===== src/logic/pcs_rx_pkg.sv =====
`default_nettype none

package pcs_rx_pkg;

        // ******************************************************************
        // block geometry
        // ******************************************************************

        // one 64b/66b coded block.
        localparam int NB_BLOCK = 66;
        localparam int NB_SH = 2;

        // lane 0 sits in the least significant block of the bus.
        localparam int N_LANES = 4;
        localparam int NB_DATA_BUS = N_LANES * NB_BLOCK;

        // slip index counts 0 to NB_BLOCK-1.
        localparam int NB_INDEX = $clog2(NB_BLOCK);

        // ******************************************************************
        // lock timers
        // ******************************************************************

        localparam int MAX_WINDOW = 4096;
        localparam int NB_WINDOW_CNT = $clog2(MAX_WINDOW);

        // at most half a window of bad headers.
        localparam int NB_INVALID_CNT = $clog2(MAX_WINDOW / 2);

        // ******************************************************************
        // sync header codes
        // ******************************************************************

        // header is in the two msbs of a block.
        localparam logic [NB_SH-1:0] SH_DATA = 2'b01;
        localparam logic [NB_SH-1:0] SH_CTRL = 2'b10;

endpackage

`default_nettype wire


===== src/logic/block_aligner.sv =====
`timescale 1ns/100ps
`default_nettype none

module block_aligner
        import pcs_rx_pkg::*;
(
        input  logic                    i_clock,
        input  logic                    i_arst_n,
        input  logic                    i_valid,
        input  logic [NB_BLOCK-1:0]     i_data,
        input  logic                    i_slip,
        output logic                    o_valid,
        output logic [NB_BLOCK-1:0]     o_data
);

        localparam logic [NB_INDEX-1:0] LAST_INDEX = NB_INDEX'(NB_BLOCK - 1);

        logic [NB_BLOCK-1:0]    prev_word;
        logic [NB_INDEX-1:0]    index;
        logic [2*NB_BLOCK-1:0]  window;

        // previous valid word, kept for the next block.
        always_ff @(posedge i_clock or negedge i_arst_n) begin
                if (!i_arst_n) begin
                        prev_word <= '0;
                end
                else if (i_valid) begin
                        prev_word <= i_data;
                end
        end

        // slip moves the window one bit later in the stream.
        always_ff @(posedge i_clock or negedge i_arst_n) begin
                if (!i_arst_n) begin
                        index <= '0;
                end
                else if (i_slip) begin
                        if (index == LAST_INDEX) begin
                                index <= '0;
                        end
                        else begin
                                index <= index + 1'b1;
                        end
                end
        end

        // older word in the upper half, msb first on the line.
        assign window = {prev_word, i_data};

        // index 0 gives back the previous word unchanged.
        assign o_data = window[2*NB_BLOCK-1-index -: NB_BLOCK];
        assign o_valid = i_valid;

endmodule

`default_nettype wire


===== src/logic/block_lock_fsm.sv =====
`timescale 1ns/100ps
`default_nettype none

module block_lock_fsm
        import pcs_rx_pkg::*;
(
        input  logic                            i_clock,
        input  logic                            i_arst_n,
        input  logic                            i_valid,
        input  logic                            i_enable,
        input  logic                            i_signal_ok,
        input  logic [NB_SH-1:0]                i_sh,
        input  logic [NB_WINDOW_CNT-1:0]        i_unlocked_timer_limit,
        input  logic [NB_WINDOW_CNT-1:0]        i_locked_timer_limit,
        input  logic [NB_INVALID_CNT-1:0]       i_sh_invalid_limit,
        output logic                            o_slip,
        output logic                            o_sh_valid,
        output logic                            o_block_lock
);

        typedef enum logic {
                ST_UNLOCKED,
                ST_LOCKED
        } state_t;

        state_t                         state;
        logic [NB_WINDOW_CNT-1:0]       good_cnt;
        logic [NB_WINDOW_CNT-1:0]       win_cnt;
        logic [NB_INVALID_CNT-1:0]      inv_cnt;

        // one extra bit so a limit of all ones is still reachable.
        logic [NB_WINDOW_CNT:0]         good_cnt_next;
        logic [NB_WINDOW_CNT:0]         win_cnt_next;
        logic [NB_INVALID_CNT:0]        inv_cnt_next;
        logic                           sh_ok;
        logic                           strobe;
        logic                           good_done;
        logic                           win_done;
        logic                           inv_done;

        assign sh_ok = (i_sh == SH_DATA) || (i_sh == SH_CTRL);
        assign strobe = i_valid && i_enable;

        assign good_cnt_next = {1'b0, good_cnt} + 1'b1;
        assign win_cnt_next = {1'b0, win_cnt} + 1'b1;
        assign inv_cnt_next = {1'b0, inv_cnt} + 1'b1;

        assign good_done = good_cnt_next >= {1'b0, i_unlocked_timer_limit};
        assign win_done = win_cnt_next >= {1'b0, i_locked_timer_limit};
        assign inv_done = inv_cnt_next >= {1'b0, i_sh_invalid_limit};

        // ******************************************************************
        // lock state and counters
        // ******************************************************************

        always_ff @(posedge i_clock or negedge i_arst_n) begin
                if (!i_arst_n) begin
                        state <= ST_UNLOCKED;
                        good_cnt <= '0;
                        win_cnt <= '0;
                        inv_cnt <= '0;
                end
                else if (!i_signal_ok) begin
                        state <= ST_UNLOCKED;
                        good_cnt <= '0;
                        win_cnt <= '0;
                        inv_cnt <= '0;
                end
                else if (strobe) begin
                        case (state)
                                ST_UNLOCKED: begin
                                        // any bad header restarts the run.
                                        if (!sh_ok) begin
                                                good_cnt <= '0;
                                        end
                                        else if (good_done) begin
                                                state <= ST_LOCKED;
                                                good_cnt <= '0;
                                                win_cnt <= '0;
                                                inv_cnt <= '0;
                                        end
                                        else begin
                                                good_cnt <= good_cnt_next[NB_WINDOW_CNT-1:0];
                                        end
                                end
                                ST_LOCKED: begin
                                        if (!sh_ok && inv_done) begin
                                                state <= ST_UNLOCKED;
                                                win_cnt <= '0;
                                                inv_cnt <= '0;
                                        end
                                        else if (win_done) begin
                                                // window over, errors forgiven.
                                                win_cnt <= '0;
                                                inv_cnt <= '0;
                                        end
                                        else begin
                                                win_cnt <= win_cnt_next[NB_WINDOW_CNT-1:0];
                                                if (!sh_ok) begin
                                                        inv_cnt <= inv_cnt_next[NB_INVALID_CNT-1:0];
                                                end
                                        end
                                end
                                default: begin
                                        state <= ST_UNLOCKED;
                                end
                        endcase
                end
        end

        // slip lands on the aligner index at this same edge.
        assign o_slip = i_signal_ok && strobe && (state == ST_UNLOCKED) && !sh_ok;
        assign o_sh_valid = sh_ok;
        assign o_block_lock = (state == ST_LOCKED);

endmodule

`default_nettype wire


===== src/logic/block_sync_lane.sv =====
`timescale 1ns/100ps
`default_nettype none

module block_sync_lane
        import pcs_rx_pkg::*;
(
        input  logic                            i_clock,
        input  logic                            i_arst_n,
        input  logic                            i_valid,
        input  logic                            i_enable,
        input  logic                            i_signal_ok,
        input  logic [NB_BLOCK-1:0]             i_data,
        input  logic [NB_WINDOW_CNT-1:0]        i_unlocked_timer_limit,
        input  logic [NB_WINDOW_CNT-1:0]        i_locked_timer_limit,
        input  logic [NB_INVALID_CNT-1:0]       i_sh_invalid_limit,
        output logic [NB_BLOCK-1:0]             o_data,
        output logic                            o_valid,
        output logic                            o_sh_valid,
        output logic                            o_block_lock
);

        logic                   aligned_valid;
        logic [NB_BLOCK-1:0]    aligned_data;
        logic                   slip;
        logic                   sh_valid;

        block_aligner u_aligner (
                .i_clock        (i_clock),
                .i_arst_n       (i_arst_n),
                .i_valid        (i_valid),
                .i_data         (i_data),
                .i_slip         (slip),
                .o_valid        (aligned_valid),
                .o_data         (aligned_data)
        );

        block_lock_fsm u_lock_fsm (
                .i_clock                (i_clock),
                .i_arst_n               (i_arst_n),
                .i_valid                (aligned_valid),
                .i_enable               (i_enable),
                .i_signal_ok            (i_signal_ok),
                .i_sh                   (aligned_data[NB_BLOCK-1 -: NB_SH]),
                .i_unlocked_timer_limit (i_unlocked_timer_limit),
                .i_locked_timer_limit   (i_locked_timer_limit),
                .i_sh_invalid_limit     (i_sh_invalid_limit),
                .o_slip                 (slip),
                .o_sh_valid             (sh_valid),
                .o_block_lock           (o_block_lock)
        );

        // block holds across gaps, flags only on valid words.
        always_ff @(posedge i_clock or negedge i_arst_n) begin
                if (!i_arst_n) begin
                        o_data <= '0;
                        o_valid <= 1'b0;
                        o_sh_valid <= 1'b0;
                end
                else begin
                        if (aligned_valid) begin
                                o_data <= aligned_data;
                        end
                        o_valid <= aligned_valid;
                        o_sh_valid <= aligned_valid && sh_valid;
                end
        end

endmodule

`default_nettype wire


===== src/logic/block_sync_top.sv =====
`timescale 1ns/100ps
`default_nettype none

module block_sync_top
        import pcs_rx_pkg::*;
(
        input  logic                            i_clock,
        input  logic                            i_arst_n,
        input  logic [NB_DATA_BUS-1:0]          i_data,
        input  logic                            i_valid,
        input  logic                            i_enable,
        input  logic                            i_signal_ok,
        input  logic [NB_WINDOW_CNT-1:0]        i_rf_unlocked_timer_limit,
        input  logic [NB_WINDOW_CNT-1:0]        i_rf_locked_timer_limit,
        input  logic [NB_INVALID_CNT-1:0]       i_rf_sh_invalid_limit,
        output logic [NB_DATA_BUS-1:0]          o_data,
        output logic                            o_valid,
        output logic [N_LANES-1:0]              o_sh_bus,
        output logic [N_LANES-1:0]              o_block_lock
);

        logic [NB_DATA_BUS-1:0] data_q;
        logic [N_LANES-1:0]     valid_q;
        logic [N_LANES-1:0]     enable_q;

        logic [NB_DATA_BUS-1:0] lane_data;
        logic [N_LANES-1:0]     lane_valid;
        logic [N_LANES-1:0]     lane_sh;

        // ******************************************************************
        // input stage, one valid and enable copy per lane
        // ******************************************************************

        always_ff @(posedge i_clock or negedge i_arst_n) begin
                if (!i_arst_n) begin
                        data_q <= '0;
                        valid_q <= '0;
                        enable_q <= '0;
                end
                else begin
                        data_q <= i_data;
                        valid_q <= {N_LANES{i_valid}};
                        enable_q <= {N_LANES{i_enable}};
                end
        end

        for (genvar i = 0; i < N_LANES; i++) begin : g_lane
                block_sync_lane u_lane (
                        .i_clock                (i_clock),
                        .i_arst_n               (i_arst_n),
                        .i_valid                (valid_q[i]),
                        .i_enable               (enable_q[i]),
                        .i_signal_ok            (i_signal_ok),
                        .i_data                 (data_q[i*NB_BLOCK +: NB_BLOCK]),
                        .i_unlocked_timer_limit (i_rf_unlocked_timer_limit),
                        .i_locked_timer_limit   (i_rf_locked_timer_limit),
                        .i_sh_invalid_limit     (i_rf_sh_invalid_limit),
                        .o_data                 (lane_data[i*NB_BLOCK +: NB_BLOCK]),
                        .o_valid                (lane_valid[i]),
                        .o_sh_valid             (lane_sh[i]),
                        .o_block_lock           (o_block_lock[i])
                );
        end

        // ******************************************************************
        // output stage
        // ******************************************************************

        // all lanes see the same valid, lane 0 speaks for them.
        always_ff @(posedge i_clock or negedge i_arst_n) begin
                if (!i_arst_n) begin
                        o_data <= '0;
                        o_valid <= 1'b0;
                        o_sh_bus <= '0;
                end
                else begin
                        o_data <= lane_data;
                        o_valid <= lane_valid[0];
                        o_sh_bus <= lane_sh;
                end
        end

endmodule

`default_nettype wire


===== config.mk =====
export PLATFORM = sky130hd
export DESIGN_NAME = block_sync_top
export DESIGN_NICKNAME = d
export VERILOG_FILES = /design/src/logic/pcs_rx_pkg.sv /design/src/logic/block_aligner.sv /design/src/logic/block_lock_fsm.sv /design/src/logic/block_sync_lane.sv /design/src/logic/block_sync_top.sv
export SDC_FILE = /design/constraint.sdc
export NUM_CORES = 2
export LEC_CHECK = 0
export ABC_AREA = 0
export BUFFER_PORTS_ARGS = -buffer_cell sky130_fd_sc_hd__buf_2
export CORE_MARGIN = 3
export CORE_UTILIZATION = 45
export DETAILED_ROUTE_END_ITERATION = 6
export GPL_ROUTABILITY_DRIVEN = 0
export PLACE_DENSITY = 0.61
export SETUP_SLACK_MARGIN = 0.5
export SLEW_MARGIN = 10
export SYNTH_ARGS = -nofsm -noshare
export SYNTH_HDL_FRONTEND = slang
export SYNTH_SLANG_ARGS = --single-unit

===== constraint.sdc =====
create_clock -name i_clock -period 8.38 [get_ports i_clock]
set_input_delay 2.514 -clock i_clock [delete_from_list [all_inputs] [get_ports i_clock]]
set_output_delay 2.514 -clock i_clock [all_outputs]
set_load 0.005 [all_outputs]

# --- Word level (Yosys, flattened, before mapping) ---
# Cells that the tools add are included.
totals:
  out_inout_bits: 273
  regBits: 1240
  in_bits: 304
  word_cells: 263
classes:
  n_addsub: 20
  reduce_logical: 44
  n_bitwise: 4
  shifts: 4
  n_mux: 108
  eq_ne: 32
  n_lt_le_gt_ge: 12
ops:
  columns: ["cell", "n"]
  rows:
  - ["197-bit by 33-bit indexed part select with 66-bit output", 4]
  - ["12-bit two-way mux", 44]
  - ["11-bit two-way mux", 28]
  - ["12-bit by 1-bit adder with 13-bit output (second input constant)", 8]
  - ["13-bit by 12-bit >= comparator with 1-bit output", 8]
  - ["12-bit case mux with 2 select lines", 4]
  - ["11-bit case mux with 2 select lines", 4]
  - ["11-bit by 1-bit adder with 12-bit output (second input constant)", 4]
  - ["12-bit by 11-bit >= comparator with 1-bit output", 4]
  - ["8-bit by 7-bit subtractor with 9-bit output (first input constant)", 4]
  - ["7-bit by 1-bit adder with 7-bit output (second input constant)", 4]
  - ["7-bit == test (second input constant)", 4]
  - ["7-bit two-way mux", 4]
  - ["1-bit logical AND", 24]
  - ["1-bit two-way mux", 20]
  - ["5-bit != test (second input constant)", 4]
  - ["4-bit AND reduction", 4]
  - ["3-bit by 2-bit != test with 1-bit output (second input constant)", 4]
  - ["3-bit != test (second input constant)", 4]
  - ["3-bit AND reduction", 4]
  - ["2-bit by 1-bit == test with 1-bit output (second input constant)", 4]
  - ["2-bit == test (second input constant)", 4]
  - ["2-bit by 1-bit != test with 1-bit output (second input constant)", 4]
  - ["2-bit != test (second input constant)", 4]
  - ["other kinds (5)", 20]

# --- Logic depth before layout (Yosys ltp) ---
depth:
  depth_word: 10
  mapped_depth: 22
  depth_no_buf: 15

# --- Cells and area by module ---
# From an unflattened synthesis, not the netlist that was laid out.
unflattened:
  hier_cells: 8526
  hier_area_um2: 90446.7
modules_own_cells:
  columns: ["module", "instances", "area_per_inst_um2", "seq_area_each_um2", "cells_per_inst"]
  rows:
  - ["block_aligner (g_lane[1].u_lane.u_aligner)", 1, 14014.7, 1826.8, 1426]
  - ["block_aligner (g_lane[0].u_lane.u_aligner)", 1, 13603.0, 1826.8, 1530]
  - ["block_sync_top", 1, 13387.8, 13387.8, 535]
  - ["block_aligner (g_lane[2].u_lane.u_aligner)", 1, 13280.2, 1826.8, 1528]
  - ["block_aligner (g_lane[3].u_lane.u_aligner)", 1, 13120.1, 1826.8, 1507]
  - ["block_sync_lane", 4, 2616.3, 1701.6, 142]
  - ["block_lock_fsm (g_lane[0].u_lane.u_lock_fsm ...)", 3, 3141.8, 900.9, 358]
  - ["block_lock_fsm (g_lane[3].u_lane.u_lock_fsm)", 1, 3150.5, 900.9, 358]

# --- Worst setup path before layout ---
# OpenSTA, ideal clock, no wires.
synth_path:
  path_kind: "register -> register"
  from: "register g_lane[3].u_lane.u_aligner.index[2]"
  to: "register g_lane[3].u_lane.u_lock_fsm.win_cnt[5]"
  slack_ns: 2.839
  period_less_slack_ns: 5.541
  stages_incl_launch_ff: 22
  arrival_ns: 5.420
  required_time_ns: 8.259
  setup_ns: 0.121
  n_path_buf: 9
  cell_sequence: "dfrtp_1 buf_2 buf_2 inv_1 buf_1 clkbuf_1 buf_1 clkbuf_1 ha_1 inv_2 buf_2 clkbuf_1 mux2_2 mux2i_1 o211ai_1 a41oi_1 xor2_1 a21oi_1 o21ai_2 buf_4 o21ai_0 a22o_1"
synth_via:
  elab_chain_cells: 10
  elab_cells_between_ends: 13
  cone_classes: "add/sub (1); eq/ne (3); shift (1); mux (4); reduce/logical (4)"
synth_rtl:
  columns: ["item", "line_no", "text"]
  rows:
  - ["start, declared", "block_aligner.sv:19", "logic [NB_INDEX-1:0] index;"]
  - ["start signal, assigned", "block_aligner.sv:42", "index <= index + 1'b1;"]
  - ["8-bit by 7-bit subtractor with 9-bit output *", "block_aligner.sv:51", "assign o_data = window[2*NB_BLOCK-1-index -: NB_BLOCK];"]
  - ["197-bit by 33-bit indexed part select with 66-bit output *", "block_aligner.sv:51", null]
  - ["2-bit by 1-bit == test with 1-bit output / 2-bit == test (equally long branches)", "block_lock_fsm.sv:41", "assign sh_ok = (i_sh == SH_DATA) || (i_sh == SH_CTRL);"]
  - ["1-bit logical OR *", "block_lock_fsm.sv:41", null]
  - ["1-bit zero test", "block_lock_fsm.sv:87", "if (!sh_ok && inv_done) begin"]
  - ["1-bit logical AND", "block_lock_fsm.sv:87", null]
  - ["12-bit two-way mux", "block_lock_fsm.sv:87", null]
  - ["12-bit case mux with 2 select lines", "block_lock_fsm.sv:70", "case (state)"]
  - ["12-bit two-way mux", "block_lock_fsm.sv:69", "else if (strobe) begin"]
  - ["12-bit two-way mux", "block_lock_fsm.sv:63", "else if (!i_signal_ok) begin"]
  - ["end signal, assigned", "block_lock_fsm.sv:98", "win_cnt <= win_cnt_next[NB_WINDOW_CNT-1:0];"]
  - ["end, declared", "block_lock_fsm.sv:28", "logic [NB_WINDOW_CNT-1:0] win_cnt;"]
# Every way passes the cells marked *; elsewhere a longest branch is shown, timed or not. The select of a mux whose other input is x is not followed.
# A chain may end at the register's enable or synchronous reset.

# --- Final worst setup path ---
layout_path:
  from: "register g_lane[3].u_lane.u_aligner.index[2]"
  to: "register g_lane[3].u_lane.u_lock_fsm.inv_cnt[0]"
layout_via:
  elab_chain_cells: 10
  elab_cells_between_ends: 14
  cone_classes: "add/sub (1); eq/ne (4); shift (1); mux (4); reduce/logical (4)"
layout_rtl:
  columns: ["item", "line_no", "text"]
  rows:
  - ["8-bit by 7-bit subtractor with 9-bit output *", "block_aligner.sv:51", null]
  - ["197-bit by 33-bit indexed part select with 66-bit output *", "block_aligner.sv:51", null]
  - ["2-bit by 1-bit == test with 1-bit output / 2-bit == test (equally long branches)", "block_lock_fsm.sv:41", null]
  - ["1-bit logical OR *", "block_lock_fsm.sv:41", null]
  - ["1-bit zero test", "block_lock_fsm.sv:87", null]
  - ["1-bit logical AND", "block_lock_fsm.sv:87", null]
  - ["11-bit two-way mux", "block_lock_fsm.sv:87", null]
  - ["11-bit case mux with 2 select lines", "block_lock_fsm.sv:70", null]
  - ["11-bit two-way mux", "block_lock_fsm.sv:69", null]
  - ["11-bit two-way mux", "block_lock_fsm.sv:63", null]
  - ["end signal, assigned", "block_lock_fsm.sv:100", "inv_cnt <= inv_cnt_next[NB_INVALID_CNT-1:0];"]
  - ["end, declared", "block_lock_fsm.sv:29", "logic [NB_INVALID_CNT-1:0] inv_cnt;"]
# Marked as above.

==> results.txt <==
Across all setup checks in the final design, the least slack found is 1.98 ns. The tools report the global-route usage over all layers as 0.315. The average routed wire per standard cell works out to 28.3 µm. The complex-gate fraction of the synthesized area came out at 0.136.

Slowest cell on the critical path: sky130_fd_sc_hd__buf_4. Fill cells in the final layout number 16900. Entering global routing, the biggest net connects 160 pins.

The area share of and/or/nand/nor cells after synthesis was 0.115; the final design utilization was 0.503. The path with the worst hold slack has its endpoint at o_data[139]$_DFF_PN0_. The checks that failed: DRC.

STA classifies the critical path endpoint as a register. The count of synthesis-stage warnings from yosys was 0; the post-synthesis instance area was 0.0853 mm². No sink is reached through more buffers than the 3 on the longest clock path.

The first detailed-routing pass ran for 7 iterations. Buffers inserted during clock tree synthesis total 141. After synthesis, the largest family of logic cells by area is multiplexers. The worst register-to-register path begins at g_lane[3].u_lane.u_aligner.index[2]$_DFFE_PN0P_. The synthesized area per cell was 10.2 µm²; the count of pins on the block boundary was 577.

Input and output buffers added on the ports amount to 576. The async set or reset register ratio after synthesis works out to 1.00. The cell taking the most area after synthesis is sky130_fd_sc_hd__dfrtp_1. Timing analysis after detailed placement gives a worst setup slack of 2.15 ns. The reg-to-reg critical path endpoint was g_lane[3].u_lane.u_lock_fsm.inv_cnt[0]$_DFFE_PN0P_.

The final count of hold timing violations was 0; the number of enable-type register cells in the synthesized netlist was 0. The overall power after layout was 43.6 mW; the adder and majority gate portion of the synthesized area was 0.0247. The depth of the worst register-to-register path was 12.

The cell row count came out at 159. The routed via count is 72800, and the final count of negative-setup-slack endpoints is 0. The first global-routing pass estimated 462000 µm of wire.

After detailed routing, the total wire length is 315000 µm. Minimum period implied by the final worst setup slack: 6.40 ns. The startpoint of the lowest-slack hold path was g_lane[2].u_lane.o_data[7]$_DFFE_PN0P_. Measured along the y axis, the die boundary spans 441 µm.

The post-detailed-route count of antenna-violating nets is 0. Measured along the x axis, the die boundary spans 441 µm. The cell depth of the worst hold path came out at 0.

The die covers 0.195 mm². The max-capacitance violation count is 0, and the fraction of final layout cells with drive strength greater than 1 is 0.250. Walking the worst path, the cells encountered are buf_4, buf_4, mux4_2, mux4_2, nand2_1, o211ai_1, a41oi_1, xor2_2, a21oi_1, o21ai_2, nand2_1, mux2_2. The number of hold buffers added after CTS was 0.

The final instance count without filler cells came out at 11100. Period utilization: 0.764. The total area inside the core boundary comes to 0.188 mm². The run gives 4 as the number of H-tree levels. The tools report the number of DRC markers in iteration 0 as 11300. Summed over all nets, the half-perimeter wirelength after detailed placement is 235000 µm.

The number of buffers added for setup after CTS is 0. Between clock sinks in the finished design, the worst skew comes to 0.0515 ns. Along the worst path, the maximum fanout reaches 77.

On the worst path, the slowest cell contributes a delay of 0.79 ns. The tightest slew margin relative to the limit is 0.230, and the clock-pin slew of the registers on the worst-case setup and hold paths is 0.08 ns. Among all cell types in the netlist, the one instantiated most often is sky130_fd_sc_hd__dfrtp_1. Setup repair after global routing left no endpoint under its margin. The number of slew-limit violations in the final report is 0, and the signal arrival time at the worst endpoint is 7.08 ns.

The via count of the first global-routing pass is 68500. In the synthesized netlist, the cells that appear most often are sky130_fd_sc_hd__dfrtp_1, sky130_fd_sc_hd__nand2_1, sky130_fd_sc_hd__nor2_1. The number of gates resized after CTS was 0. In the final design database the tool counted 8973 nets. The kind of start point of the critical path is a register. The clock drives 1240 sinks.

The total power per unit cell area came out at 461 mW/mm². The run gives 0 as the sum of overflow across all layers after global routing. At the pin with the least slew margin, the transition time is 1.15 ns. Synthesis produced a netlist with a net count of 8840. The run finished, with violations left. The run gives 0.454 as the initial cell density of the core.

The root buffer cell chosen for the clock tree is sky130_fd_sc_hd__clkbuf_16. Relative to the synthesized area, the layout overhead comes to 11.0%. For the worst-skew pair, the clock arrives at the later sink with an insertion delay of 0.82 ns. Across all register-to-register paths, the minimum setup slack is 1.98 ns. Kind of critical path: reg -> reg. In the routed design, unresolved DRC markers number 11. For this run, the leading register cell type out of synthesis is sky130_fd_sc_hd__dfrtp_1. The number of vias per cell after detailed routing is 6.55, and the number of synthesized register bits is 1240.

Synthesis produced 8368 cells. Data on the critical path is required at its endpoint by 9.06 ns. The analysis attributes to cell leakage a power of 41.0 nW. The netlist uses 92 different library cells. The fraction of post-synthesis cell area in the top cell type by area is 0.364, and the maximum resistive drop on vdd is 0.000313 V.

The type of the worst min-delay path was reg -> reg. TritonCTS built the clock tree. In this run, placement finished with an instance count of 10900.

Static timing analysis puts the maximum clock frequency at 0.156 GHz. For the proportion of synthesized chip area in sequential cells, the log shows 0.364. Synthesized-area fraction occupied by xor and xnor cells: 0.0133. The multiplexer area fraction after synthesis was 0.307; the total negative setup slack was 0 ns. The number of antenna violations at the first check in global routing came out at 10. By area the synthesized netlist is led by sky130_fd_sc_hd__dfrtp_1, sky130_fd_sc_hd__mux4_2, sky130_fd_sc_hd__mux2i_1, sky130_fd_sc_hd__mux2_2, sky130_fd_sc_hd__nand2_1.
[critical path: cells and delay by family (launching register included)]
| kind | cells | cell delay (ns) |
|---|---|---|
| AOI/OAI and AO/OA | 4 | 1.46 |
| muxes | 3 | 1.52 |
| and+or+nand+nor | 2 | 0.60 |
| buffers and inverters | 2 | 1.53 |
| xor gates and xnor gates | 1 | 0.59 |
| DFF | 1 | 0.44 |
[how the worst max path moves through the flow]
stage	start	endpoint	slack [ns]	depth (start not counted)
6_report	g_lane[3].u_lane.u_aligner.index[2]$_DFFE_PN0P_	g_lane[3].u_lane.u_lock_fsm.inv_cnt[0]$_DFFE_PN0P_	1.98	12
2_1_floorplan	g_lane[3].u_lane.u_aligner.index[2]$_DFFE_PN0P_	g_lane[3].u_lane.u_lock_fsm.win_cnt[5]$_DFFE_PN0P_	2.84	21
3_5_place_dp	g_lane[3].u_lane.u_aligner.index[2]$_DFFE_PN0P_	g_lane[3].u_lane.u_lock_fsm.inv_cnt[0]$_DFFE_PN0P_	2.15	12
3_3_place_gp	g_lane[3].u_lane.u_aligner.index[2]$_DFFE_PN0P_	g_lane[3].u_lane.u_lock_fsm.inv_cnt[0]$_DFFE_PN0P_	2.28	12
5_1_grt	g_lane[3].u_lane.u_aligner.index[2]$_DFFE_PN0P_	g_lane[3].u_lane.u_lock_fsm.inv_cnt[0]$_DFFE_PN0P_	1.76	12
4_1_cts	g_lane[3].u_lane.u_aligner.index[2]$_DFFE_PN0P_	g_lane[3].u_lane.u_lock_fsm.inv_cnt[0]$_DFFE_PN0P_	2.14	12
[stage by stage]
step	hold slack [ns]	instance area [µm²]
after floorplan	0.331	85300
after global placement	0.334	89800
after detailed placement	0.339	89800
after CTS	0.353	94600
after global routing	0.359	94600
final	0.346	94600
[registers in the layout (all words and copies together) (netlist names), 28 cells and up]
| register | count |
|---|---|
| g_lane.u_lane.u_aligner.index | 28 |
| g_lane.u_lane.u_lock_fsm.good_cnt | 48 |
| g_lane.u_lane.o_data | 264 |
| g_lane.u_lane.u_lock_fsm.inv_cnt | 44 |
| g_lane.u_lane.u_aligner.prev_word | 264 |
| o_data | 264 |
| data_q | 264 |
| g_lane.u_lane.u_lock_fsm.win_cnt | 48 |
[report_power, final]
part | total (mW) | switching, mW | internal, mW
Clock | 6.39 | 2.67 | 3.72
Sequential | 9.27 | 1.71 | 7.56
Combinational | 27.9 | 17.8 | 10.2
Total | 43.6 | 22.1 | 21.5
[cell type report]
type | instances | area, µm² | share of cell area
Antenna cell | 7 | 17.5 | 0.000185
Clock buffer | 190 | 3970 | 0.0419
Clock inverter | 65 | 891 | 0.00941
Inverter | 131 | 505 | 0.00534
Multi-Input combinational cell | 6295 | 51100 | 0.540
Sequential cell | 1240 | 31100 | 0.328
Tap cell | 2495 | 3120 | 0.0330
Timing Repair Buffer | 692 | 3960 | 0.0418
[cell usage in the layout, fill, tap and decap left out, types with 26 or more instances in the layout]
master                         n
sky130_fd_sc_hd__a221oi_1     31
sky130_fd_sc_hd__nor2_1      735
sky130_fd_sc_hd__a211oi_1     63
sky130_fd_sc_hd__mux2_2      571
sky130_fd_sc_hd__o221ai_1     72
sky130_fd_sc_hd__a22oi_1      34
sky130_fd_sc_hd__inv_1       121
sky130_fd_sc_hd__o21a_1       63
sky130_fd_sc_hd__nand2_1    1091
sky130_fd_sc_hd__a22o_1       43
sky130_fd_sc_hd__o22ai_1      72
sky130_fd_sc_hd__mux4_2      548
sky130_fd_sc_hd__a31oi_1      71
sky130_fd_sc_hd__nand2b_1     56
sky130_fd_sc_hd__nand3_1     137
sky130_fd_sc_hd__clkbuf_16   143
sky130_fd_sc_hd__nor2b_1      28
sky130_fd_sc_hd__a21oi_1     497
sky130_fd_sc_hd__xor2_1       54
sky130_fd_sc_hd__mux4_1       28
sky130_fd_sc_hd__or3_1        40
sky130_fd_sc_hd__xnor2_1      53
sky130_fd_sc_hd__buf_2       575
sky130_fd_sc_hd__clkbuf_1     26
sky130_fd_sc_hd__o31ai_1      27
sky130_fd_sc_hd__nor3_1       67
sky130_fd_sc_hd__o21ai_0     573
sky130_fd_sc_hd__dfrtp_1    1227
sky130_fd_sc_hd__buf_4       101
sky130_fd_sc_hd__mux2i_1     660
sky130_fd_sc_hd__o211ai_1     99
sky130_fd_sc_hd__and3_1       52
sky130_fd_sc_hd__ha_1        164
sky130_fd_sc_hd__a21o_1       66
[routing by layer]
metal	track usage	vias to the layer above	wire, µm
li1	-	31200	-
met5	0	-	65
met2	0.452	4692	133000
met3	0.0826	968	34300
met1	0.417	35900	120000
met4	0.219	10	26800
[kinds of logic (layout without fill, tap and decap cells)]
kind of cell | Yosys count | after routing
AOI/OAI and AO/OA | 1868 | 1868
and+or+nand+nor | 2322 | 2322
buffers and inverters | 833 | 1078
muxes | 1808 | 1808
xor gates and xnor gates | 129 | 129
adders and majority gates | 168 | 168
DFF | 1240 | 1240
other | 0 | 7
No activity file was read; power rests on OpenSTA's default activity.
